`config.mk`:
```
export PLATFORM = sky130hd
export DESIGN_NAME = tlb_top
export DESIGN_NICKNAME = d
export VERILOG_FILES = /design/src/tlb_pkg.sv /design/src/tlb_req_if.sv /design/src/tlb_walk_if.sv /design/src/page_perm_check.sv /design/src/tlb_core.sv /design/src/tlb_req_decode.sv /design/src/tlb_top.sv
export SDC_FILE = /design/constraint.sdc
export NUM_CORES = 2
export LEC_CHECK = 0
export BUFFER_PORTS_ARGS = -buffer_cell sky130_fd_sc_hd__buf_4
export CAP_MARGIN = 20
export CELL_PAD_IN_SITES_DETAIL_PLACEMENT = 0
export CELL_PAD_IN_SITES_GLOBAL_PLACEMENT = 1
export CORE_AREA = 3 3 478 480
export DETAILED_ROUTE_END_ITERATION = 6
export DIE_AREA = 0 0 481 483
export HOLD_SLACK_MARGIN = 0.15
export PLACE_DENSITY = 0.54
export SLEW_MARGIN = 25
export SYNTH_ARGS = -nofsm -noshare
export SYNTH_HDL_FRONTEND = slang
export SYNTH_SLANG_ARGS = --single-unit
```
`constraint.sdc`:
```
create_clock -name CLK -period 14 [get_ports CLK]
set_input_delay 0.7 -clock CLK [delete_from_list [all_inputs] [get_ports CLK]]
set_output_delay 0.7 -clock CLK [all_outputs]
set_load 0.02 [all_outputs]
```
`src/tlb_pkg.sv`:
```
// Sv32 data TLB shared sizes, PTE and tag layouts, access and privilege kinds
package tlb_pkg;

    localparam int PAGE_OFFSET_BITS = 12;  // 4 KiB pages
    localparam int VPN_BITS         = 20;
    localparam int PPN_BITS         = 22;
    localparam int N_SETS           = 16;
    localparam int N_WAYS           = 2;
    localparam int SET_BITS         = 4;
    localparam int TAG_BITS         = 16;  // vpn bits above the set index
    localparam int ASID_BITS        = 9;

    // low ten bits of an Sv32 PTE
    typedef struct packed {
        logic [1:0] rsw;          // reserved for software
        logic       dirty;
        logic       accessed;
        logic       global_page;
        logic       user;
        logic       executable;
        logic       writable;
        logic       readable;
        logic       valid;
    } pte_perms_t;

    typedef struct packed {
        logic [PPN_BITS-1:0] ppn;
        pte_perms_t          perms;
    } pte_t;

    // valid + asid + vpn tag, 26 bits
    typedef struct packed {
        logic                 valid;
        logic [ASID_BITS-1:0] asid;
        logic [TAG_BITS-1:0]  vpn_tag;
    } tlb_tag_t;

    typedef enum logic [1:0] {
        NONE,
        LOAD,
        STORE,
        FETCH
    } access_t;

    typedef enum logic {
        USER,
        SUPERVISOR
    } prv_t;

endpackage

```
`src/tlb_req_if.sv`:
```
`timescale 1ns/1ns
// request and fence path from the input decoder into the TLB core
interface tlb_req_if;

    logic                          valid;          // held strobe level
    tlb_pkg::access_t              access;
    logic [31:0]                   vaddr;
    logic                          fence_pending;
    logic [31:0]                   fence_va;
    logic [tlb_pkg::ASID_BITS-1:0] fence_asid;
    logic                          fence_done;     // one-cycle pulse from core

    modport decode (
        output valid, access, vaddr, fence_pending, fence_va, fence_asid,
        input  fence_done
    );

    modport core (
        input  valid, access, vaddr, fence_pending, fence_va, fence_asid,
        output fence_done
    );

endinterface

```
`src/tlb_walk_if.sv`:
```
`timescale 1ns/1ns
// hit or filled PTE handed from the TLB core to the permission stage
interface tlb_walk_if (input logic CLK);

    logic             resp;        // result ready this cycle
    tlb_pkg::pte_t    pte;
    logic             walk_error;
    tlb_pkg::access_t access;
    logic [31:0]      vaddr;

    modport core (
        output resp, pte, walk_error, access, vaddr
    );

    // clock only for the checker's assertion
    modport check (
        input CLK, resp, pte, walk_error, access, vaddr
    );

endinterface
```
`src/page_perm_check.sv`:
```
`timescale 1ns/1ns
// permission stage that builds the physical address and raises Sv32 page faults
module page_perm_check (
    tlb_walk_if.check     chk,
    input  tlb_pkg::prv_t prv,
    input  logic          sum,
    output logic [31:0]   paddr,
    output logic          fault_load,
    output logic          fault_store,
    output logic          fault_fetch
);

    tlb_pkg::pte_perms_t p;
    logic                is_store;
    logic                no_access;
    logic                fault;

    assign p        = chk.pte.perms;
    assign is_store = (chk.access == tlb_pkg::STORE);

    // R/W/X needed by the access kind
    always_comb begin
        case (chk.access)
            tlb_pkg::LOAD:  no_access = !p.readable;
            tlb_pkg::STORE: no_access = !p.writable;
            tlb_pkg::FETCH: no_access = !p.executable;
            default:        no_access = 1'b1;
        endcase
    end

    assign fault = chk.resp && (chk.walk_error
        || !p.valid || (p.writable && !p.readable)   // reserved encoding
        || no_access
        || !p.accessed
        || (is_store && !p.dirty)
        || (p.user && (prv == tlb_pkg::SUPERVISOR) && !sum)
        || (!p.user && (prv == tlb_pkg::USER)));

    assign paddr = chk.resp
        ? {chk.pte.ppn[31-tlb_pkg::PAGE_OFFSET_BITS:0],
           chk.vaddr[tlb_pkg::PAGE_OFFSET_BITS-1:0]}
        : '0;

    assign fault_load  = fault && (chk.access == tlb_pkg::LOAD);
    assign fault_store = fault && is_store;
    assign fault_fetch = fault && (chk.access == tlb_pkg::FETCH);

    // a response with no access kind would hide its fault
    assert property (@(posedge chk.CLK)
        $onehot0({fault_load, fault_store, fault_fetch})
        && (!chk.resp || (chk.access != tlb_pkg::NONE)))
        else $error("more than one fault, or a response without an access kind");

endmodule

```
`src/tlb_core.sv`:
```
`timescale 1ns/1ns
// two-way TLB array with lookup, walker fill, round-robin replacement and sweeps
module tlb_core (
    input  logic                          CLK,
    input  logic                          nRST,
    tlb_req_if.core                       req,
    tlb_walk_if.core                      chk,
    input  logic [tlb_pkg::ASID_BITS-1:0] asid,
    output logic                          busy,
    output logic                          walk_ren,
    output logic [tlb_pkg::VPN_BITS-1:0]  walk_addr,
    input  logic                          walk_busy,
    input  logic [31:0]                   walk_rdata,
    input  logic                          walk_error
);

    typedef enum logic [1:0] {
        SWEEP_RESET,
        READY,
        WALK,
        SWEEP_FENCE
    } state_t;

    state_t state, next_state;
    logic [tlb_pkg::SET_BITS-1:0] sweep_idx;

    tlb_pkg::tlb_tag_t tags [tlb_pkg::N_SETS][tlb_pkg::N_WAYS];
    tlb_pkg::pte_t     ptes [tlb_pkg::N_SETS][tlb_pkg::N_WAYS];
    logic [$clog2(tlb_pkg::N_WAYS)-1:0] repl_ptr [tlb_pkg::N_SETS];  // next victim per set

    logic [tlb_pkg::VPN_BITS-1:0] vpn;
    logic [tlb_pkg::VPN_BITS-1:0] fence_vpn;
    logic [tlb_pkg::SET_BITS-1:0] set_idx;
    logic [tlb_pkg::TAG_BITS-1:0] vpn_tag;
    logic [tlb_pkg::N_WAYS-1:0]   hit_way;
    logic [tlb_pkg::N_WAYS-1:0]   clr_way;
    logic                         hit;
    logic                         fill;
    logic                         sweeping;
    tlb_pkg::pte_t                hit_pte;

    // va -> [tag 16][set 4][offset 12]
    assign vpn       = req.vaddr[31:tlb_pkg::PAGE_OFFSET_BITS];
    assign set_idx   = vpn[tlb_pkg::SET_BITS-1:0];
    assign vpn_tag   = vpn[tlb_pkg::VPN_BITS-1:tlb_pkg::SET_BITS];
    assign fence_vpn = req.fence_va[31:tlb_pkg::PAGE_OFFSET_BITS];
    assign sweeping  = (state == SWEEP_RESET) || (state == SWEEP_FENCE);

    // compare both ways of the selected set
    always_comb begin
        hit_pte = '0;
        for (int w = 0; w < tlb_pkg::N_WAYS; w++) begin
            hit_way[w] = tags[set_idx][w].valid
                && (tags[set_idx][w].vpn_tag == vpn_tag)
                && (tags[set_idx][w].asid == asid);
            if (hit_way[w])
                hit_pte = ptes[set_idx][w];
        end
    end
    assign hit = |hit_way;

    // which ways of the swept set get invalidated this cycle
    always_comb begin
        for (int w = 0; w < tlb_pkg::N_WAYS; w++) begin
            clr_way[w] = 1'b0;
            if (state == SWEEP_RESET)
                clr_way[w] = 1'b1;
            else if (state == SWEEP_FENCE)
                clr_way[w] = tags[sweep_idx][w].valid
                    && ((req.fence_va == '0)
                        || ({tags[sweep_idx][w].vpn_tag, sweep_idx} == fence_vpn))
                    && ((req.fence_asid == '0)
                        || ((tags[sweep_idx][w].asid == req.fence_asid)
                            && !ptes[sweep_idx][w].perms.global_page));  // globals survive
        end
    end

    always_comb begin
        next_state     = state;
        busy           = 1'b1;
        walk_ren       = 1'b0;
        fill           = 1'b0;
        chk.resp       = 1'b0;
        chk.walk_error = 1'b0;
        req.fence_done = 1'b0;
        case (state)
            SWEEP_RESET: begin
                if (sweep_idx == tlb_pkg::SET_BITS'(tlb_pkg::N_SETS - 1))
                    next_state = READY;
            end
            READY: begin
                if (req.valid) begin
                    if (hit) begin
                        busy     = 1'b0;  // zero-cycle hit
                        chk.resp = 1'b1;
                    end else begin
                        next_state = WALK;
                    end
                end else if (req.fence_pending) begin
                    next_state = SWEEP_FENCE;  // only between requests
                end
            end
            WALK: begin
                walk_ren = 1'b1;
                if (!walk_busy) begin
                    next_state = READY;
                    if (walk_error) begin
                        busy           = 1'b0;
                        chk.resp       = 1'b1;
                        chk.walk_error = 1'b1;
                    end else begin
                        fill = 1'b1;  // held request hits next cycle
                    end
                end
            end
            SWEEP_FENCE: begin
                if (sweep_idx == tlb_pkg::SET_BITS'(tlb_pkg::N_SETS - 1)) begin
                    req.fence_done = 1'b1;
                    next_state     = READY;
                end
            end
            default: next_state = SWEEP_RESET;
        endcase
    end

    assign walk_addr  = vpn;  // pipeline holds vaddr through the walk
    assign chk.pte    = (state == WALK) ? tlb_pkg::pte_t'(walk_rdata) : hit_pte;
    assign chk.access = req.access;
    assign chk.vaddr  = req.vaddr;

    always_ff @(posedge CLK, negedge nRST) begin
        if (!nRST) begin
            state     <= SWEEP_RESET;
            sweep_idx <= '0;
            for (int s = 0; s < tlb_pkg::N_SETS; s++)
                repl_ptr[s] <= '0;
        end else begin
            state <= next_state;
            if (sweeping)
                sweep_idx <= sweep_idx + 1'b1;  // wraps to 0 at the end of a sweep
            if (fill)
                repl_ptr[set_idx] <= repl_ptr[set_idx] + 1'b1;
        end
    end

    // tag and PTE array writes
    always_ff @(posedge CLK) begin
        for (int w = 0; w < tlb_pkg::N_WAYS; w++) begin
            if (clr_way[w])
                tags[sweep_idx][w].valid <= 1'b0;
        end
        if (fill) begin
            tags[set_idx][repl_ptr[set_idx]] <= '{valid: 1'b1, asid: asid, vpn_tag: vpn_tag};
            ptes[set_idx][repl_ptr[set_idx]] <= walk_rdata;
        end
    end

    assert property (@(posedge CLK) disable iff (!nRST)
        walk_ren |-> (state == WALK) && req.valid)
        else $error("walk_ren outside WALK or without a held request");

    assert property (@(posedge CLK) disable iff (!nRST)
        walk_ren && walk_busy |=> walk_ren && $stable(walk_addr))
        else $error("walker request dropped or changed while busy");

    assert property (@(posedge CLK) disable iff (!nRST)
        (state == READY) |-> $onehot0(hit_way))
        else $error("hit in both ways of set %0d", set_idx);

endmodule

```
`src/tlb_req_decode.sv`:
```
`timescale 1ns/1ns
// request decoder, folds the strobes into one access kind and latches fences
module tlb_req_decode (
    input  logic                          CLK,
    input  logic                          nRST,
    input  logic                          ren,
    input  logic                          wen,
    input  logic                          fetch,
    input  logic [31:0]                   vaddr,
    input  logic                          fence,
    input  logic [31:0]                   fence_va,
    input  logic [tlb_pkg::ASID_BITS-1:0] fence_asid,
    tlb_req_if.decode                     req
);

    // store wins over load, load over fetch
    always_comb begin
        if (wen)
            req.access = tlb_pkg::STORE;
        else if (ren)
            req.access = tlb_pkg::LOAD;
        else if (fetch)
            req.access = tlb_pkg::FETCH;
        else
            req.access = tlb_pkg::NONE;
    end

    assign req.valid = ren | wen | fetch;
    assign req.vaddr = vaddr;

    // pulse may land mid-walk, hold it until the core has swept
    always_ff @(posedge CLK, negedge nRST) begin
        if (!nRST)
            req.fence_pending <= 1'b0;
        else if (fence)
            req.fence_pending <= 1'b1;
        else if (req.fence_done)
            req.fence_pending <= 1'b0;
    end

    always_ff @(posedge CLK) begin
        if (fence) begin
            req.fence_va   <= fence_va;
            req.fence_asid <= fence_asid;
        end
    end

    assert property (@(posedge CLK) disable iff (!nRST) req.fence_done |-> req.fence_pending)
        else $error("fence_done without a pending fence");

endmodule

```
`src/tlb_top.sv`:
```
`timescale 1ns/1ns
// Sv32 data TLB top, decoder, core and permission check on plain ports
module tlb_top (
    input  logic                          CLK,
    input  logic                          nRST,
    input  logic                          ren,
    input  logic                          wen,
    input  logic                          fetch,
    input  logic [31:0]                   vaddr,
    output logic                          busy,
    output logic [31:0]                   paddr,
    output logic                          fault_load,
    output logic                          fault_store,
    output logic                          fault_fetch,
    input  logic [tlb_pkg::ASID_BITS-1:0] asid,
    input  tlb_pkg::prv_t                 prv,
    input  logic                          sum,
    input  logic                          fence,
    input  logic [31:0]                   fence_va,
    input  logic [tlb_pkg::ASID_BITS-1:0] fence_asid,
    output logic                          fence_done,
    output logic                          walk_ren,
    output logic [tlb_pkg::VPN_BITS-1:0]  walk_addr,
    input  logic                          walk_busy,
    input  logic [31:0]                   walk_rdata,
    input  logic                          walk_error
);

    tlb_req_if  req_if ();
    tlb_walk_if walk_if (.CLK(CLK));

    assign fence_done = req_if.fence_done;

    tlb_req_decode decode_i (
        .CLK(CLK), .nRST(nRST), .ren(ren), .wen(wen), .fetch(fetch), .vaddr(vaddr),
        .fence(fence), .fence_va(fence_va), .fence_asid(fence_asid), .req(req_if)
    );

    tlb_core core_i (
        .CLK(CLK), .nRST(nRST), .req(req_if), .chk(walk_if), .asid(asid), .busy(busy),
        .walk_ren(walk_ren), .walk_addr(walk_addr), .walk_busy(walk_busy),
        .walk_rdata(walk_rdata), .walk_error(walk_error)
    );

    page_perm_check check_i (
        .chk(walk_if), .prv(prv), .sum(sum), .paddr(paddr),
        .fault_load(fault_load), .fault_store(fault_store), .fault_fetch(fault_fetch)
    );

endmodule

```
-- Word-level counts from Yosys, hierarchy flattened
Memories as Yosys holds them, arrays and structs flattened.
Cells that the tools add are included.
- add/sub/neg operators: 2
- $lt $le $gt $ge: 4
- eq/ne operators: 19
- mux-type cells: 56
- bitwise logic cells: 5
- reductions and logical operators: 51
- operators by type and width (cell ; count):
    two-way mux 52 bit ; 3
    two-way mux 30 bit ; 3
    two-way mux 32 bit ; 2
    two-way mux 64 bit ; 1
    OR reduction 52 bit ; 1
    == test 20 bit ; 2
    == test 9 bit ; 4
    demux 32 bit (select 1 bit) ; 1
    == test 16 bit ; 2
    zero test 32 bit ; 1
    two-way mux 1 bit ; 28
    demux 26 bit (select 1 bit) ; 1
    two-way mux 26 bit ; 1
    logical AND 1 bit ; 21
    bitwise mux 16 bit ; 1
    two-way mux 2 bit ; 8
    logical OR 1 bit ; 12
    zero test 1 bit ; 10
    zero test 9 bit ; 1
    == test 2 bit, second input constant ; 4
    case mux 2 bit (3 select lines) ; 1
    >= comparator 5 bit, second input constant ; 1
    < comparator 5 x 1 -> 1 bit, second input constant ; 1
    NOT 4 -> 5 bit ; 1
    other kinds (22) ; 26
- flip-flop bits (word level): 64
- bits in writable memories: 1856
- input bits: 124
- output and inout bits: 58
- memories kept: 2
- memories (memory ; depth ; bits a word ; read ports ; clocked after Yosys merged registers in ; wr ports ; RTL line ; text):
    core_i.ptes ; 16 ; 64 ; 2 ; 0 ; 1 ; tlb_core.sv:28 ; tlb_pkg::pte_t ptes [tlb_pkg::N_SETS][tlb_pkg::N_WAYS];
    core_i.tags ; 16 ; 52 ; 2 ; 0 ; 1 ; tlb_core.sv:27 ; tlb_pkg::tlb_tag_t tags [tlb_pkg::N_SETS][tlb_pkg::N_WAYS];

-- Longest topological paths before layout
An unclocked memory read counts as a cell.
- word-level depth: 17
- mapped depth: 18
- mapped depth without buffers: 10

-- By module
A second synthesis with hierarchy kept.
- cells, all modules: 4248
- area total of the unflattened synthesis: 84644.9 um2
- modules (own cells, without submodules) (module ; times used ; cells an instance ; area each (um2)):
    tlb_core ; 1 ; 4118 ; 82790.7
    tlb_req_decode ; 1 ; 81 ; 1534.0
    page_perm_check ; 1 ; 49 ; 320.3

-- Least setup slack after synthesis
Ideal clock, no wire load.
- path kind: in2reg
- start point: input port vaddr[12]
- end point: memory core_i.ptes[10][32] (netlist bit), enable pin
- setup time: 0.448 ns
- data arrival time: 5.165 ns
- data required time: 13.552 ns
- slack: 8.387 ns
- cell stages on the path: 14
- buffers on the path: 9
- path through: buf_2 > buf_4 > buf_6 > buf_4 > buf_6 > buf_4 > buf_4 > buf_4 > mux4_2 > nand2_1 > nand3_1 > o21a_1 > clkbuf_1 > nor3_1
- cells in the longest elaborated chain, start to end: 10
- elaborated cells between the ends (all ways): 11
- those cells by class: order compare (2); mux (6); bitwise (2); reduce/logical (1)
- ends and longest elaborated chain (item ; RTL line ; text):
    from (decl) ; tlb_top.sv:9 ; input logic [31:0] vaddr,
    NOT 4 -> 5 bit (implied by the code) ; tlb_core.sv:154 ; ptes[set_idx][repl_ptr[set_idx]] <= walk_rdata;
    binary-select mux 1 bit (select 4 bit) ; tlb_core.sv:154 ;
    two-way mux 1 bit (implied by the code) (2 in a row) ; tlb_core.sv:154 ;
    NOT 1 -> 2 bit (implied by the code) ; tlb_core.sv:154 ;
    >= comparator 2 bit (implied by the code) or < comparator 2 x 1 -> 1 bit (tied branches) ; tlb_core.sv:154 ;
    logical AND 1 bit (implied by the code) ; tlb_core.sv:154 ;
    two-way mux 32 bit (implied by the code) ; tlb_core.sv:154 ;
    demux 32 bit (select 1 bit) ; tlb_core.sv:154 ;
    two-way mux 64 bit (implied by the code) ; tlb_core.sv:154 ;
    to (decl) ; tlb_core.sv:28 ;
Several ways; a longest one is shown, not always the timed one. The select of a mux whose other input is x is not followed.

-- Final worst setup path
- start point: input port vaddr[13]
- end point: output port paddr[26]
- cells in the longest elaborated chain, start to end: 9
- elaborated cells between the ends (all ways): 18
- those cells by class: eq/ne (4); mux (7); reduce/logical (5); memory (2)
- ends and longest elaborated chain (item ; RTL line ; text):
    memory (16 x 52 bit) ; n/a ;
    == test 16 bit ; tlb_core.sv:54 ; && (tags[set_idx][w].vpn_tag == vpn_tag)
    logical AND 1 bit ; tlb_core.sv:54 ;
    logical AND 1 bit ; tlb_core.sv:55 ; && (tags[set_idx][w].asid == asid);
    OR reduction 2 bit ; tlb_core.sv:60 ; assign hit = |hit_way;
    two-way mux 1 bit ; tlb_core.sv:93 ; if (hit) begin
    two-way mux 1 bit ; tlb_core.sv:92 ; if (req.valid) begin
    case mux 1 bit (2 select lines) ; tlb_core.sv:86 ; case (state)
    two-way mux 32 bit * ; page_perm_check.sv:40 ; ? {chk.pte.ppn[31-tlb_pkg::PAGE_OFFSET_BITS:0],
    to (decl) ; tlb_top.sv:11 ; output logic [31:0] paddr,
Mark *: on every way between the ends. The rest lies on a longest branch, timed or not.

==> metrics.yaml <==
placed_area_sq_um: 83770
grt_util_met3_pct: 3.849
worstSkewPairLatency_ps: 840
syn_to_final_growth_pct: 15.10
synth_cell_types: 93
relSlewSlack_pct: 23.23
cts_inserted_buffers: 196
ys_seq_elements: 1792
critical_path_required_ps: 13300
htree_levels: 4
drc: 0
critical_path_cell_count: 15
gr-usage-met1_pct: 30.77
worstSetupEndpointType: "output pin"
synth_top_area_cell: "edfxtp_1"
worst-path-buf-inv: 5
timing.hold.ws_ps: 261.2
die-height_um: 483
r2r_cells: 12
combPwrFrac_pct: 18.1
cpMaxStageDelayCell: "buf_4"
core_sq_um: 224700
worstSetupStartpointType: "input port"
ys_async_sr_fraction_pct: 1.283
cts_setup_buffers: 0
path_common_cell: "buf_4"
cp_slowest_stage_delay_ps: 700
clockBufferDepth: 3
rows: 174
cap_violations: 0
yosysWarnings: 0
boundaryPins: 182
p_clk_share_pct: 36.9
finalSetupViolations: 0
post_drt_wl_per_cell_um: 35.55
final_area_sq_um: 90290
power_mw: 13.47
grt_pass1_vias: 43760
cts_tree: "done"
dieArea_sq_um: 232300
synthTopCellsByCount: "edfxtp_1 (1769), mux4_2 (629), mux2i_1 (189)"
ir_drop_mv: 0.1173
clock_skew_ps: 37.82
syn-cell-area_sq_um: 78450
fmax_mhz: 124.4
crit_fanout: 112
use_met2_pct: 36.47
seq_area_frac_synth_pct: 68.45
cts.sinks: 1792
netlist_instances: 3946
grt_pass1_wl_um: 363400
whs_path_depth: 1
rsz0062_at_grt: "false"
worstPathArrival_ps: 7340
syn_nets: 4076
gp_congestion: 0.8359
hold_buffers: 42
slew_viol_final: 0
yosys.area.top_type_share_pct: 67.71
hold_viol: 0
outcome: "finished, final reports clean"
dr.first_iter.drc_count: 4528
p_int_mw: 9.817
antenna_found_initial: 11
die_w_um: 481
synth-edff-count: 1769
setup_tns_ps: 0
grt-ovfl-total: 0
finalNetCount: 4383
hp-class: "in2reg"
synthTopCellsByArea: "edfxtp_1 (68%), mux4_2 (18%), mux2i_1 (2.4%), mux2_2 (0.99%), xnor2_1 (0.93%)"
cpLargestDelayFamily: "buffers and inverters"
r2r_setup_slack_ps: 7890
drt.antenna.violating_nets: 0
clk_pin_slew_ps: 60
grt_max_degree: 113
top_usage_layer: "met2"
tightest_slew_ps: 1145
p_per_area_nw_per_um2: 149.1
ys.flop_type: "edfxtp_1"
fin_crit_ps: 8038
synth_area_per_cell_sq_um: 19.88
port_buffers: 177
sequentialPowerShare_pct: 45.1
root_buffer: "clkbuf_16"
vias: 42786
viasPerCell: 5.780
switching_share_pct: 27.09
dr.pass1.iters: 7
start_util_pct: 34.92
hpwl_um: 157200
final_util_pct: 40.19
final_layout_size_suffix_gt1_share_pct: 32.60
worstSetupPathType: "in2out"
layout_worst_path_cycle_share_pct: 57.41
post-place-ws_ps: 5895
dp_cells: 7004
setup_ws_ps: 5962
p_leak_nw: 30.25
worstPathCellList: "buf_8 > buf_4 > buf_12 > or2_2 > buf_4 > o22ai_1 > a221oi_1 > xor2_1 > or4_4 > a2111oi_4 > nand3_1 > a211oi_4 > o21a_4 > o211a_1 > buf_4"
yosysMostFrequentCell: "edfxtp_1"
layout.cells.non_filler: 7403
p_sw_mw: 3.648
grt.total_usage_pct: 22.41
cts_resized: 0
routed_wl_um: 263200
## area by class of cell
cell class                 instances  area (sq um)
clock buffer                     247          5139
multi-input combinational       1843         23510
antenna                            6         15.01
sequential                      1792         53710
fill                           20157        134400
tap                             2992          3744
timing repair buffer             396          3162
clock inverter                   103         914.6
inverter                          24         97.59
## sequential cells by signal (all words and copies together) (netlist names)
register / flops
core_i.ptes: 896
core_i.tags: 832
decode_i.req.fence_va: 32
core_i.repl_ptr: 16
decode_i.req.fence_asid: 9
core_i.sweep_idx: 4
core_i.state: 2
decode_i.req.fence_pending: 1
## layout by cell type (no fill, tap or decap), drive strengths merged, types with 15 or more instances in the layout
cell type,count
clkbuf,247
o22ai,40
a21oi,39
edfxtp,1769
a31oi,24
nand4,31
buf,354
xnor2,83
mux2,75
o21ai,31
and2,35
inv,33
nor2b,15
nor3,75
or2,15
a22o,30
xor2,23
mux2i,189
nand2,92
mux4,629
clkinv,80
dfrtp,23
o211a,20
a221oi,22
dlygate4sd3,42
nand2b,34
nor2,108
nor4,19
nand3,31
a22oi,49
## power groups by stage
stage,sequential (mW),clock [mW],combinational (mW)
finish,6.07,4.97,2.43
floorplan,6.08,0,1.69
global route,6.07,5.30,2.56
CTS,6.07,5.08,2.47
detailed placement,6.18,0,2.46
global placement,6.18,0,2.46
## cell families (layout without fill, tap and decap cells)
kind of cell	after synthesis	in the layout	synth area share [%]
other	0	6	0
adders and majority gates	6	6	0.09569
and+or+nand+nor	497	497	3.308
DFF	1792	1792	68.45
AOI/OAI and AO/OA	341	341	3.290
xor gates and xnor gates	106	106	1.183
muxes	893	893	21.55
buffers and inverters	311	770	2.131
## metal layers
metal / vias to the layer above / wire length [um]
li1: 17320 / -
met1: 23610 / 112000
met2: 1485 / 127600
met3: 367 / 14960
met4: 4 / 8593
met5: - / 23
## final timing paths
| check | from | endpoint |
|---|---|---|
| max reg2reg | core_i.sweep_idx[1] | core_i.tags[3][51] |
| min in group asynchronous | nRST | core_i.state[0] |
| min reg2reg | core_i.repl_ptr[0] | core_i.repl_ptr[0] |
| min | walk_rdata[19] | core_i.ptes[12][51] |
| max | vaddr[13] | paddr[26] |
| max in group asynchronous | nRST | core_i.sweep_idx[2] |
(Power assumes the default switching activity.)
